[src/verilog/ramBlockPkg.sv]
package ramBlockPkg;

	//------------------------------
	// SRAM geometry
	//------------------------------
	// 256K x 16 asynchronous part
	localparam int ramAdrsWidth = 18;
	localparam int ramDqWidth = 16;

	//------------------------------
	// Register map
	//------------------------------
	// Word offsets inside the block window
	localparam int regOfsWidth = 3;
	localparam logic [regOfsWidth-1:0] regCtrl   = 3'd0;
	localparam logic [regOfsWidth-1:0] regStatus = 3'd1;
	localparam logic [regOfsWidth-1:0] regAdrs   = 3'd2;
	localparam logic [regOfsWidth-1:0] regWd     = 3'd3;
	localparam logic [regOfsWidth-1:0] regCmd    = 3'd4;
	localparam logic [regOfsWidth-1:0] regRd     = 3'd5;
	localparam logic [regOfsWidth-1:0] regSeed   = 3'd6;

	//------------------------------
	// Access types
	//------------------------------
	// Low write, high read
	typedef enum logic {
		ramWrite = 1'b0,
		ramRead  = 1'b1
	} ramCmdT;

	// One access toward the SRAM port
	typedef struct packed {
		logic valid;
		ramCmdT cmd;
		logic [ramAdrsWidth-1:0] adrs;
		logic [ramDqWidth-1:0] wd;
	} ramReqT;

	// Read return
	typedef struct packed {
		logic valid;
		logic [ramDqWidth-1:0] rd;
	} ramRspT;

	// Pin bundle, all strobes active low
	typedef struct packed {
		logic [ramAdrsWidth-1:0] adrs;
		logic [ramDqWidth-1:0] dq;
		logic dqOe;
		logic lbN;
		logic ubN;
		logic oeN;
		logic weN;
		logic ceN;
	} sramPinsT;

	// Self-test sequencer
	typedef enum logic [2:0] {
		testIdle,
		testWrite,
		testRead,
		testWait,
		testDone
	} testStateT;

endpackage

[src/verilog/memoryReadWriteTester.sv]
`timescale 1ns/1ns
module memoryReadWriteTester import ramBlockPkg::*; #(
	parameter int pTestDepth = 16
)(
	input  logic sClk,
	input  logic reset,
	input  logic testStart,
	input  logic [ramDqWidth-1:0] testSeed,
	output ramReqT testReq,
	input  logic testGrant,
	input  ramRspT testRsp,
	output logic testActive,
	output logic testDone,
	output logic testErr
);

testStateT state;
logic [ramAdrsWidth-1:0] idx;
logic [ramDqWidth-1:0] seedQ;
logic [ramDqWidth-1:0] pattern;
logic lastIdx;

// Expected word is the address folded with the seed
assign pattern = idx[ramDqWidth-1:0] ^ seedQ;
assign lastIdx = (idx == ramAdrsWidth'(pTestDepth - 1));

// Request decoded from the state and held until granted
always_comb
begin
	testReq.valid = (state == testWrite) || (state == testRead);
	testReq.cmd = (state == testRead) ? ramRead : ramWrite;
	testReq.adrs = idx;
	testReq.wd = pattern;
end

assign testActive = (state == testWrite) || (state == testRead) || (state == testWait);

//------------------------------
// Sequencer
//------------------------------
always_ff @(posedge sClk)
begin
	if (reset)
	begin
		state <= testIdle;
		idx <= '0;
		testErr <= 1'b0;
		testDone <= 1'b0;
	end
	else
	begin
		case (state)
			testIdle, ramBlockPkg::testDone:
			begin
				// New run clears both flags
				if (testStart)
				begin
					state <= testWrite;
					idx <= '0;
					testErr <= 1'b0;
					testDone <= 1'b0;
				end
			end
			testWrite:
			begin
				if (testGrant)
				begin
					// Rewind for readback once the fill pass is done
					idx <= lastIdx ? '0 : idx + 1'b1;
					state <= lastIdx ? testRead : testWrite;
				end
			end
			testRead:
			begin
				if (testGrant)
				begin
					state <= testWait;
				end
			end
			testWait:
			begin
				if (testRsp.valid)
				begin
					if (testRsp.rd != pattern)
					begin
						testErr <= 1'b1;
					end
					idx <= idx + 1'b1;
					// Done flag holds until the next start
					testDone <= lastIdx;
					state <= lastIdx ? ramBlockPkg::testDone : testRead;
				end
			end
			default:
			begin
				state <= testIdle;
			end
		endcase
	end
end

// Seed taken at start
always_ff @(posedge sClk)
begin
	if (testStart && !testActive)
	begin
		seedQ <= testSeed;
	end
end

// Arbiter routing depends on this
doneNotActive: assert property (@(posedge sClk) disable iff (reset)
	!(testDone && testActive))
	else $error("tester done while still active");

endmodule

[src/verilog/ramBlock.sv]
`timescale 1ns/1ns
module ramBlock import ramBlockPkg::*; #(
	parameter int pBlockAdrsWidth = 8,
	parameter logic [pBlockAdrsWidth-1:0] pAdrsMap = 8'h04,
	parameter int pBusWidth = 32,
	parameter int pFifoDepth = 4,
	parameter int pTestDepth = 16
)(
	// Bus
	input  logic [pBusWidth-1:0] usiAdrs,
	input  logic [pBusWidth-1:0] usiWd,
	input  logic usiWe,
	output logic [pBusWidth-1:0] usiRd,
	// SRAM pins
	output sramPinsT sramPins,
	input  logic [ramDqWidth-1:0] sramDq,
	input  logic sClk,
	input  logic reset
);

logic testStart;
logic ramEnable;
logic [ramDqWidth-1:0] testSeed;
logic testDone;
logic testErr;
logic testActive;
logic testGrant;
logic queueFull;
logic busy;
logic portBusy;
ramReqT csrReq;
ramReqT testReq;
ramReqT portReq;
ramRspT csrRsp;
ramRspT testRsp;
ramRspT portRsp;

//------------------------------
// Registers
//------------------------------
ramCsr #(
	.pBlockAdrsWidth(pBlockAdrsWidth),
	.pAdrsMap(pAdrsMap),
	.pBusWidth(pBusWidth)
) u_ramCsr (
	.sClk(sClk), .reset(reset),
	.usiAdrs(usiAdrs), .usiWd(usiWd), .usiWe(usiWe), .usiRd(usiRd),
	.testStart(testStart), .ramEnable(ramEnable), .testSeed(testSeed),
	.testDone(testDone), .testErr(testErr),
	.csrReq(csrReq), .queueFull(queueFull), .csrRsp(csrRsp), .busy(busy)
);

// Self-test
memoryReadWriteTester #(
	.pTestDepth(pTestDepth)
) u_memoryReadWriteTester (
	.sClk(sClk), .reset(reset),
	.testStart(testStart), .testSeed(testSeed),
	.testReq(testReq), .testGrant(testGrant), .testRsp(testRsp),
	.testActive(testActive), .testDone(testDone), .testErr(testErr)
);

//------------------------------
// Arbiter and SRAM port
//------------------------------
ramReadWriteArbiter #(
	.pFifoDepth(pFifoDepth)
) u_ramReadWriteArbiter (
	.sClk(sClk), .reset(reset),
	.csrReq(csrReq), .queueFull(queueFull),
	.testReq(testReq), .testActive(testActive), .testGrant(testGrant),
	.portReq(portReq), .portBusy(portBusy), .portRsp(portRsp),
	.testRsp(testRsp), .csrRsp(csrRsp), .busy(busy)
);

ramIfPortUnit u_ramIfPortUnit (
	.sClk(sClk), .reset(reset),
	.ramEnable(ramEnable),
	.portReq(portReq), .portBusy(portBusy), .portRsp(portRsp),
	.sramPins(sramPins), .sramDq(sramDq)
);

endmodule

[src/verilog/ramCsr.sv]
`timescale 1ns/1ns
module ramCsr import ramBlockPkg::*; #(
	parameter int pBlockAdrsWidth = 8,
	parameter logic [pBlockAdrsWidth-1:0] pAdrsMap = 8'h04,
	parameter int pBusWidth = 32
)(
	input  logic sClk,
	input  logic reset,
	// Bus side
	input  logic [pBusWidth-1:0] usiAdrs,
	input  logic [pBusWidth-1:0] usiWd,
	input  logic usiWe,
	output logic [pBusWidth-1:0] usiRd,
	// Tester control
	output logic testStart,
	output logic ramEnable,
	output logic [ramDqWidth-1:0] testSeed,
	input  logic testDone,
	input  logic testErr,
	// Direct access path
	output ramReqT csrReq,
	input  logic queueFull,
	input  ramRspT csrRsp,
	input  logic busy
);

logic blockHit;
logic wrHit;
logic [regOfsWidth-1:0] regOfs;
logic [ramAdrsWidth-1:0] adrsReg;
logic [ramDqWidth-1:0] wdReg;
logic [ramDqWidth-1:0] rdReg;
logic overflow;
logic [pBusWidth-1:0] rdMux;

//------------------------------
// Address decode
//------------------------------
// Upper bits pick the block, low bits the word
assign blockHit = (usiAdrs[pBusWidth-1 -: pBlockAdrsWidth] == pAdrsMap);
assign regOfs = usiAdrs[regOfsWidth-1:0];
assign wrHit = usiWe && blockHit;

//------------------------------
// Register writes
//------------------------------
always_ff @(posedge sClk)
begin
	if (reset)
	begin
		testStart <= 1'b0;
		// Port enabled out of reset
		ramEnable <= 1'b1;
		overflow <= 1'b0;
		csrReq.valid <= 1'b0;
	end
	else
	begin
		// Single-cycle pulses
		testStart <= wrHit && (regOfs == regCtrl) && usiWd[0];
		csrReq.valid <= wrHit && (regOfs == regCmd);
		if (wrHit && (regOfs == regCtrl))
		begin
			ramEnable <= usiWd[1];
		end
		// Sticky, a drop in the same cycle wins over the clear
		if (queueFull)
		begin
			overflow <= 1'b1;
		end
		else if (wrHit && (regOfs == regStatus))
		begin
			overflow <= 1'b0;
		end
		// Request payload from the staging registers
		if (wrHit && (regOfs == regCmd))
		begin
			csrReq.cmd <= ramCmdT'(usiWd[0]);
			csrReq.adrs <= adrsReg;
			csrReq.wd <= wdReg;
		end
	end
end

// Staging registers
always_ff @(posedge sClk)
begin
	if (wrHit && (regOfs == regAdrs))
	begin
		adrsReg <= usiWd[ramAdrsWidth-1:0];
	end
	if (wrHit && (regOfs == regWd))
	begin
		wdReg <= usiWd[ramDqWidth-1:0];
	end
	if (wrHit && (regOfs == regSeed))
	begin
		testSeed <= usiWd[ramDqWidth-1:0];
	end
	// Last direct read result
	if (csrRsp.valid)
	begin
		rdReg <= csrRsp.rd;
	end
end

//------------------------------
// Read mux
//------------------------------
always_comb
begin
	case (regOfs)
		regCtrl:   rdMux = pBusWidth'({ramEnable, 1'b0});
		regStatus: rdMux = pBusWidth'({overflow, busy, testErr, testDone});
		regAdrs:   rdMux = pBusWidth'(adrsReg);
		regWd:     rdMux = pBusWidth'(wdReg);
		regRd:     rdMux = pBusWidth'(rdReg);
		regSeed:   rdMux = pBusWidth'(testSeed);
		default:   rdMux = '0;
	endcase
end

// One cycle behind the address, zero outside the block
always_ff @(posedge sClk)
begin
	if (reset)
	begin
		usiRd <= '0;
	end
	else
	begin
		usiRd <= blockHit ? rdMux : '0;
	end
end

endmodule

[src/verilog/ramIfPortUnit.sv]
`timescale 1ns/1ns
module ramIfPortUnit import ramBlockPkg::*; (
	input  logic sClk,
	input  logic reset,
	input  logic ramEnable,
	input  ramReqT portReq,
	output logic portBusy,
	output ramRspT portRsp,
	output sramPinsT sramPins,
	input  logic [ramDqWidth-1:0] sramDq
);

// Setup phase then strobe phase
typedef enum logic [1:0] {
	portIdle,
	portSetup,
	portStrobe
} portStateT;

portStateT state;
ramCmdT cmdQ;
logic [ramAdrsWidth-1:0] adrsQ;
logic [ramDqWidth-1:0] wdQ;
logic [ramDqWidth-1:0] rdQ;
logic rspValid;
logic dqOe;
logic oeN;
logic weN;
logic ceN;

//------------------------------
// Pin sequencer
//------------------------------
always_ff @(posedge sClk)
begin
	if (reset)
	begin
		state <= portIdle;
		dqOe <= 1'b0;
		oeN <= 1'b1;
		weN <= 1'b1;
		ceN <= 1'b1;
		rspValid <= 1'b0;
	end
	else
	begin
		rspValid <= 1'b0;
		case (state)
			portIdle:
			begin
				if (portReq.valid && ramEnable)
				begin
					state <= portSetup;
					ceN <= 1'b0;
					// Drive dq across both cycles of a write
					dqOe <= (portReq.cmd == ramWrite);
				end
			end
			portSetup:
			begin
				state <= portStrobe;
				weN <= (cmdQ != ramWrite);
				oeN <= (cmdQ != ramRead);
			end
			default:
			begin
				// Release everything, read data returns next cycle
				state <= portIdle;
				weN <= 1'b1;
				oeN <= 1'b1;
				ceN <= 1'b1;
				dqOe <= 1'b0;
				rspValid <= (cmdQ == ramRead);
			end
		endcase
	end
end

// Address, data and capture
always_ff @(posedge sClk)
begin
	if ((state == portIdle) && portReq.valid && ramEnable)
	begin
		cmdQ <= portReq.cmd;
		adrsQ <= portReq.adrs;
		wdQ <= portReq.wd;
	end
	if (state == portStrobe)
	begin
		rdQ <= sramDq;
	end
end

//------------------------------
// Outputs
//------------------------------
// Disabled port looks busy so nothing is granted
assign portBusy = (state != portIdle) || !ramEnable;
assign portRsp.valid = rspValid;
assign portRsp.rd = rdQ;

always_comb
begin
	sramPins.adrs = adrsQ;
	sramPins.dq = wdQ;
	sramPins.dqOe = dqOe;
	// Both byte lanes always on
	sramPins.lbN = 1'b0;
	sramPins.ubN = 1'b0;
	sramPins.oeN = oeN;
	sramPins.weN = weN;
	sramPins.ceN = ceN || !ramEnable;
end

weOeExclusive: assert property (@(posedge sClk) disable iff (reset)
	!(!sramPins.weN && !sramPins.oeN))
	else $error("write enable and output enable both active");

endmodule

[src/verilog/ramReadWriteArbiter.sv]
`timescale 1ns/1ns
module ramReadWriteArbiter import ramBlockPkg::*; #(
	parameter int pFifoDepth = 4
)(
	input  logic sClk,
	input  logic reset,
	// Direct access side
	input  ramReqT csrReq,
	output logic queueFull,
	// Tester side
	input  ramReqT testReq,
	input  logic testActive,
	output logic testGrant,
	// Port side
	output ramReqT portReq,
	input  logic portBusy,
	input  ramRspT portRsp,
	// Responses
	output ramRspT testRsp,
	output ramRspT csrRsp,
	output logic busy
);

localparam int lpPtrWidth = (pFifoDepth > 1) ? $clog2(pFifoDepth) : 1;
localparam int lpCntWidth = $clog2(pFifoDepth + 1);

ramReqT queueMem [pFifoDepth];
logic [lpPtrWidth-1:0] wrPtr;
logic [lpPtrWidth-1:0] rdPtr;
logic [lpCntWidth-1:0] count;
logic full;
logic empty;
logic push;
logic queueGrant;

// Wrap for any depth
function automatic logic [lpPtrWidth-1:0] nextPtr(input logic [lpPtrWidth-1:0] ptr);
	return (ptr == lpPtrWidth'(pFifoDepth - 1)) ? '0 : ptr + 1'b1;
endfunction

//------------------------------
// Request queue
//------------------------------
assign full = (count == lpCntWidth'(pFifoDepth));
assign empty = (count == '0);
// Full queue drops the request
assign push = csrReq.valid && !full;
assign queueFull = csrReq.valid && full;

always_ff @(posedge sClk)
begin
	if (push)
	begin
		queueMem[wrPtr] <= csrReq;
	end
end

always_ff @(posedge sClk)
begin
	if (reset)
	begin
		wrPtr <= '0;
		rdPtr <= '0;
		count <= '0;
	end
	else
	begin
		if (push)
		begin
			wrPtr <= nextPtr(wrPtr);
		end
		if (queueGrant)
		begin
			rdPtr <= nextPtr(rdPtr);
		end
		case ({push, queueGrant})
			2'b10:   count <= count + 1'b1;
			2'b01:   count <= count - 1'b1;
			default: count <= count;
		endcase
	end
end

//------------------------------
// Arbitration
//------------------------------
// Tester owns the port for its whole run
assign testGrant = testActive && !portBusy;
assign queueGrant = !testActive && !portBusy && !empty;

always_comb
begin
	if (testActive)
	begin
		portReq = testReq;
		portReq.valid = testReq.valid && testGrant;
	end
	else
	begin
		portReq = queueMem[rdPtr];
		portReq.valid = queueGrant;
	end
end

// Single access in flight, so steer by owner
always_comb
begin
	testRsp = portRsp;
	csrRsp = portRsp;
	testRsp.valid = portRsp.valid && testActive;
	csrRsp.valid = portRsp.valid && !testActive;
end

assign busy = !empty || portBusy;

queueCountBound: assert property (@(posedge sClk) disable iff (reset)
	count <= lpCntWidth'(pFifoDepth))
	else $error("request queue count above depth");

endmodule
[config.mk]
export PLATFORM = sky130hd
export DESIGN_NAME = ramBlock
export DESIGN_NICKNAME = d
export VERILOG_FILES = /design/src/verilog/ramBlockPkg.sv /design/src/verilog/memoryReadWriteTester.sv /design/src/verilog/ramBlock.sv /design/src/verilog/ramCsr.sv /design/src/verilog/ramIfPortUnit.sv /design/src/verilog/ramReadWriteArbiter.sv
export SDC_FILE = /design/constraint.sdc
export NUM_CORES = 1
export LEC_CHECK = 0
export BUFFER_PORTS_ARGS = -buffer_cell sky130_fd_sc_hd__buf_4
export CORE_MARGIN = 4
export CORE_UTILIZATION = 55
export CTS_BUF_LIST = sky130_fd_sc_hd__clkbuf_4 sky130_fd_sc_hd__clkbuf_8
export CTS_CLUSTER_DIAMETER = 80
export DETAILED_ROUTE_END_ITERATION = 6
export PLACE_DENSITY = 0.76
export SYNTH_ARGS = -nofsm -noshare
export SYNTH_HDL_FRONTEND = slang
export SYNTH_SLANG_ARGS = --single-unit
[constraint.sdc]
create_clock -name sClk -period 3.2 [get_ports sClk]
set_input_delay 0.64 -clock sClk [delete_from_list [all_inputs] [get_ports sClk]]
set_output_delay 0.64 -clock sClk [all_outputs]
set_load 0.005 [all_outputs]
[Yosys cells after proc, flatten, opt, wreduce, memory -nomap -nowiden]
Memories as Yosys holds them, arrays and structs flattened. A register that Yosys moved wholly into a read port is not among the register bits.
Index checks and enable logic that the tools add are counted.
Cells by class
  muxes and demuxes: 38
  reduce and logical (&&, ||, !) cells: 48
  bitwise gates (word level): 6
  eq/ne operators: 26
  $add $sub $neg: 5
Operators with widths (number)
  18-bit case mux with 6 select lines: 1
  18-bit 2-to-1 mux: 4
  18-bit case mux with 3 select lines: 1
  36-bit 2-to-1 mux: 1
  1-bit logical AND: 20
  18-bit by 1-bit adder with 18-bit output, second input constant: 1
  18-bit by 4-bit == test with 1-bit output, second input constant: 1
  16-bit inequality test: 1
  16-bit bitwise XOR: 1
  3-bit == test, second input constant: 5
  3-bit 2-to-1 mux: 5
  3-bit by 2-bit == test with 1-bit output, second input constant: 4
  2-bit 2-to-1 mux: 6
  1-bit case mux with 2 select lines: 6
  3-bit case mux with 4 select lines: 1
  4-bit AND reduction: 3
  1-bit 2-to-1 mux: 11
  3-bit zero test: 3
  2-bit == test, second input constant: 4
  8-bit by 3-bit == test with 1-bit output, second input constant: 1
  2-bit nonzero test: 4
  3-bit by 1-bit == test with 1-bit output, second input constant: 2
  2-bit by 1-bit inequality test with 1-bit output, second input constant: 3
  2-bit inequality test, second input constant: 3
  other kinds (15): 31
Storage, ports and cells
  bits in writable memories: 144
  memories kept: 1
  bits in registers: 241
  logic and storage cells: 154
Memories
  u_ramReadWriteArbiter.queueMem: depth 4, width 36, rd ports 1, clocked after Yosys merged registers in 1, wr ports 1, line ramReadWriteArbiter.sv:27  | ramReqT queueMem [pFifoDepth];

[Logic depth before layout (Yosys ltp)]
  depth after elaboration: 10
  depth in mapped cells: 10
  mapped depth without buffers: 10

[By module]
Synthesis repeated with hierarchy kept, for this count alone.
Unflattened totals
  cell total of the unflattened synthesis: 844
  area total of the unflattened synthesis: 14646.5 um^2
Modules (own cells, without submodules)
  ramReadWriteArbiter: times used 1, area each 6273.5 um^2, seq. area each 4384.2 um^2, cells each 313
  ramCsr: times used 1, area each 4329.2 um^2, seq. area each 3473.3 um^2, cells each 233
  memoryReadWriteTester: times used 1, area each 2188.3 um^2, seq. area each 940.9 um^2, cells each 214
  ramIfPortUnit: times used 1, area each 1855.5 um^2, seq. area each 1671.6 um^2, cells each 84

[Least setup slack after synthesis]
OpenSTA, ideal clock, no wires.
  path kind: input-to-reg
  from: in usiAdrs[0]
  to: reg u_ramCsr.adrsReg[0] (enable)
  data required time: 2.805 ns
  data arrival time: 2.415 ns
  stages on the path: 6
  path slack: 0.390 ns
  path buffers: 3
  path through: clkbuf_1 > nor2_1 > and2_1 > clkbuf_1 > clkbuf_1 > nor2b_1
On the way
  longest elaborated chain between the ends: 2
Ends and longest elaborated chain
  start: declaration: line ramBlock.sv:10  | input logic [pBusWidth-1:0] usiAdrs,
  3-bit by 2-bit == test with 1-bit output: line ramCsr.sv:88  | if (wrHit && (regOfs == regAdrs))
  1-bit logical AND: line ramCsr.sv:88
  end signal: assignment: line ramCsr.sv:90  | adrsReg <= usiWd[ramAdrsWidth-1:0];
  end: declaration: line ramCsr.sv:30  | logic [ramAdrsWidth-1:0] adrsReg;
No other way between the ends.
A chain may end at the register's enable or synchronous reset.

[Worst setup path after layout]
  from: reg u_ramCsr.ramEnable
  to: reg u_ramReadWriteArbiter.count[2]
On the way
  longest elaborated chain between the ends: 7
  elaborated cells on any way between the ends: 9
  classes of those cells: eq/ne (2); mux (1); reduce/logical (6)
Ends and longest elaborated chain
  start: declaration: line ramCsr.sv:16  | output logic ramEnable,
  start signal: assignment: line ramCsr.sv:64  | ramEnable <= usiWd[1];
  1-bit zero test (*): line ramIfPortUnit.sv:98  | assign portBusy = (state != portIdle) || !ramEnable;
  1-bit logical OR (*): line ramIfPortUnit.sv:98
  1-bit zero test (*): line ramReadWriteArbiter.sv:89  | assign queueGrant = !testActive && !portBusy && !empty;
  1-bit logical AND (*) (2 in a row): line ramReadWriteArbiter.sv:89
  2-bit by 1-bit == test with 1-bit output / 2-bit == test (equally long branches): line ramReadWriteArbiter.sv:76  | case ({push, queueGrant})
  3-bit case mux with 2 select lines / 2-bit nonzero test (equally long branches)
  end signal: assignment: line ramReadWriteArbiter.sv:77  | 2'b10: count <= count + 1'b1;
  end signal: assignment: line ramReadWriteArbiter.sv:78  | 2'b01: count <= count - 1'b1;
  end signal: assignment: line ramReadWriteArbiter.sv:79  | default: count <= count;
  end: declaration: line ramReadWriteArbiter.sv:30  | logic [lpCntWidth-1:0] count;
Mark *: on every way between the ends. The rest lies on a longest branch, timed or not.

==> results.sh <==
export IMPL_hold_viol=0
export IMPL_vias=7726
export IMPL_crit_path_cell_trace="or3b_1, nor3b_1, ha_1, inv_1, fa_1, xor2_1, or3_1, a21oi_1"
export IMPL_synth_area_top_cells="edfxtp_1, dfxtp_1, mux4_2"
export IMPL_dp_hpwl_mm=19.8
export IMPL_ys_warn_count=0
export IMPL_cts_clk_slew_worst_paths_ns=0.06
export IMPL_grt_pass1_vias=7796
export IMPL_path_buf_inv=1
export IMPL_synth_flop_cell="edfxtp_1"
export IMPL_post_synth_top_area_cell="edfxtp_1"
export IMPL_fin_setup_tns_ns=0
export IMPL_timing_final_crit_share=0.876
export IMPL_finClkSkew_ns=0.0422
export IMPL_pin_count=155
export IMPL_wl_per_cell_um=22.2
export IMPL_worst_ep_arrival_time_ns=3.32
export IMPL_syn_to_final_growth_pct=16.7
export IMPL_portBuffers=103
export IMPL_clockBufferDepth=3
export IMPL_synthCells=838
export IMPL_clkPwrFrac=0.355
export IMPL_cts_sinks=369
export IMPL_max_clock_freq_mhz=357
export IMPL_synth_cell_types=59
export IMPL_antenna_found_initial=0
export IMPL_fillers=1692
export IMPL_crit_path_max_fanout=6
export IMPL_die_x_um=168
export IMPL_ys_seq_elements=369
export IMPL_start_kind="flip-flop"
export IMPL_final_cell_area_sq_um=16400
export IMPL_cts_buffers=55
export IMPL_rows=58
export IMPL_netlist_area_leader_share=0.658
export IMPL_start_util=0.559
export IMPL_slew_headroom=0.351
export IMPL_worst_slack_ns=0.397
export IMPL_dp_cells=1249
export IMPL_power_density_nw_per_um2=667
export IMPL_routed_wl_mm=30.0
export IMPL_synth_edf_count=308
export IMPL_status="complete, no violations"
export IMPL_cts_root_buf="clkbuf_8"
export IMPL_worst_path_largest_cell_delay_ns=0.55
export IMPL_p_int_mw=8.41
export IMPL_cts_hold_buffers=0
export IMPL_cp_slowest_cell="nor3b_1"
export IMPL_post_route_util=0.652
export IMPL_critPathKind="reg -> reg"
export IMPL_setup_viol=0
export IMPL_synthArstFlopShare=0
export IMPL_drc=0
export IMPL_cts_tree="yes"
export IMPL_pwr_share_seq=0.521
export IMPL_ir_drop_v=0.000389
export IMPL_fin_cells=1352
export IMPL_dp_slack_ns=0.408
export IMPL_leakage_nw=5.66
export IMPL_grt_pass1_wl_mm=45.8
export IMPL_synthesis_area_sq_um=14100
export IMPL_period_needed_ns=2.80
export IMPL_rsz0062_at_grt="false"
export IMPL_yosysSeqAreaShare=0.744
export IMPL_maxCapViolCount=0
export IMPL_clock_latency_ns=0.59
export IMPL_vias_per_cell=5.71
export IMPL_grt_usage=0.213
export IMPL_drt_iter0_markers=963
export IMPL_placed_area_sq_um=15200
export IMPL_postCtsSetupRepairBufs=0
export IMPL_cts_max_level=2
export IMPL_grt_max_degree=54
export IMPL_cts_resized=0
export IMPL_worstSetupEndpointType="flip-flop"
export IMPL_antenna_left=0
export IMPL_core_sq_um=25200
export IMPL_drive_above_1_share=0.291
export IMPL_drtPass1Iterations=5
export IMPL_hold_path_class="in -> reg"
export IMPL_critPathTopFamily="simple AND/OR/NAND/NOR gates"
export IMPL_nNetsFinal=1067
export IMPL_comb_power_share=0.124
export IMPL_tightest_slew_ns=0.974
export IMPL_swShare=0.232
export IMPL_avgSynthCellArea_sq_um=16.8
export IMPL_required_ns=3.71
export IMPL_gp_congestion=0.835
export IMPL_p_switching_mw=2.54
export IMPL_gr_total_overflow=0
export IMPL_fp_dieArea_sq_um=28200
export IMPL_slew_violations=0
export IMPL_antenna_cells=0
export IMPL_dieHeight_um=168
final cells by class:
class | instances | area (sq um) | area share
clock buffers | 89 | 1090 | 0.0666
clock inverters | 14 | 83.8 | 0.00511
inverters | 10 | 37.5 | 0.00229
multi-input cells | 408 | 3290 | 0.200
flip-flops and latches | 369 | 10500 | 0.638
well taps | 330 | 413 | 0.0252
repair buffers | 132 | 1030 | 0.0626
synth_stat cells (19+ instances only):
master,count
buf_4,19
o21ai_0,20
edfxtp_1,308
nand2_1,45
dfxtp_1,61
mux4_2,35
mux2_2,20
nand3_1,21
xnor2_1,26
clkbuf_1,40
nor2_1,49
worst paths after layout:
path / startpoint / end / slack (ns) / cells after the start
setup / recovery: u_ramCsr.ramEnable$_SDFFE_PP1P_ / u_ramReadWriteArbiter.count[2]$_SDFFE_PP0P_ / 0.40 / 8
hold / removal: sramDq[7] / u_ramIfPortUnit.rdQ[7]$_DFFE_PN_ / 0.22 / 1
setup reg to reg: u_ramCsr.ramEnable$_SDFFE_PP1P_ / u_ramReadWriteArbiter.count[2]$_SDFFE_PP0P_ / 0.40 / 8
hold reg to reg: u_ramCsr.wdReg[15]$_DFFE_PP_ / u_ramCsr.csrReq[15]$_DFFE_PP_ / 0.45 / 0
registers in the layout (all words and copies together), names as in the netlist, 2 cells and up, named ones only:
register                        flops
u_ramReadWriteArbiter.rdPtr         2
u_ramCsr.rdReg                     16
u_ramReadWriteArbiter.queueMem    140
u_memoryReadWriteTester.seedQ      16
u_ramCsr.wdReg                     16
u_memoryReadWriteTester.idx        18
u_ramCsr.csrReq                    36
u_ramIfPortUnit.rdQ                16
u_ramCsr.adrsReg                   18
u_ramCsr.testSeed                  16
u_ramIfPortUnit.state               2
u_ramReadWriteArbiter.wrPtr         2
u_ramReadWriteArbiter.count         3
u_ramIfPortUnit.wdQ                16
u_ramCsr.usiRd                     18
u_ramIfPortUnit.adrsQ              18
u_memoryReadWriteTester.state       3
placed cells by master (no fill, tap or decap), types with 12 or more instances in the layout:
cell type / count
buf_4: 129
xor2_1: 14
clkbuf_4: 21
a22o_1: 14
clkbuf_8: 68
a222oi_1: 12
edfxtp_1: 308
conb_1: 16
mux2_2: 20
o21ai_0: 20
xnor2_1: 26
nand2_1: 45
nand3_1: 21
nor2_1: 49
mux4_2: 35
a21oi_1: 14
dfxtp_1: 60
worst register-to-register path, delay by kind of cell (launching register included):
kind | cells | cell delay [ns]
and+or+nand+nor | 3 | 1.36
adders and majority gates | 2 | 0.66
DFF | 1 | 0.37
xor gates and xnor gates | 1 | 0.16
AOI/OAI and AO/OA | 1 | 0.14
buffers and inverters | 1 | 0.06
layer usage:
layer,vias up,GRT usage,share of wire,wire length (um)
li1,3489,-,-,-
met1,3820,0.305,0.41,12300
met2,377,0.345,0.49,14600
met3,40,0.0380,0.084,2510
met4,0,0.0561,0.018,535
met5,-,0,0,0
per-stage QoR:
stage               hold slack, ns  total power, mW
finish                       0.222             10.9
global route                 0.188             11.4
CTS                          0.187             11.0
detailed placement           0.435             7.18
global placement             0.431             7.15
floorplan                    0.417             6.54
power groups by stage:
stage	clock network [mW]	logic [mW]	registers, mW
after global placement	0	1.35	5.80
after detailed placement	0	1.38	5.81
after global routing	4.21	1.48	5.75
after floorplan	0	0.736	5.80
final	3.88	1.36	5.71
after CTS	3.95	1.38	5.71
cell families (layout without fill, tap and decap cells):
group                    after synthesis  in the layout  synth area share
other                                  1             16          0.000267
AO/OA/AOI/OAI                         92             92            0.0472
adder cells (fa/ha/maj)                8              8           0.00765
multiplexers                          60             60            0.0756
XOR/XNOR                              40             40            0.0249
buffers and inverters                 76            245            0.0268
flip-flops                           369            369             0.744
AND/OR/NAND/NOR                      192            192            0.0732
(Power assumes the default switching activity.)
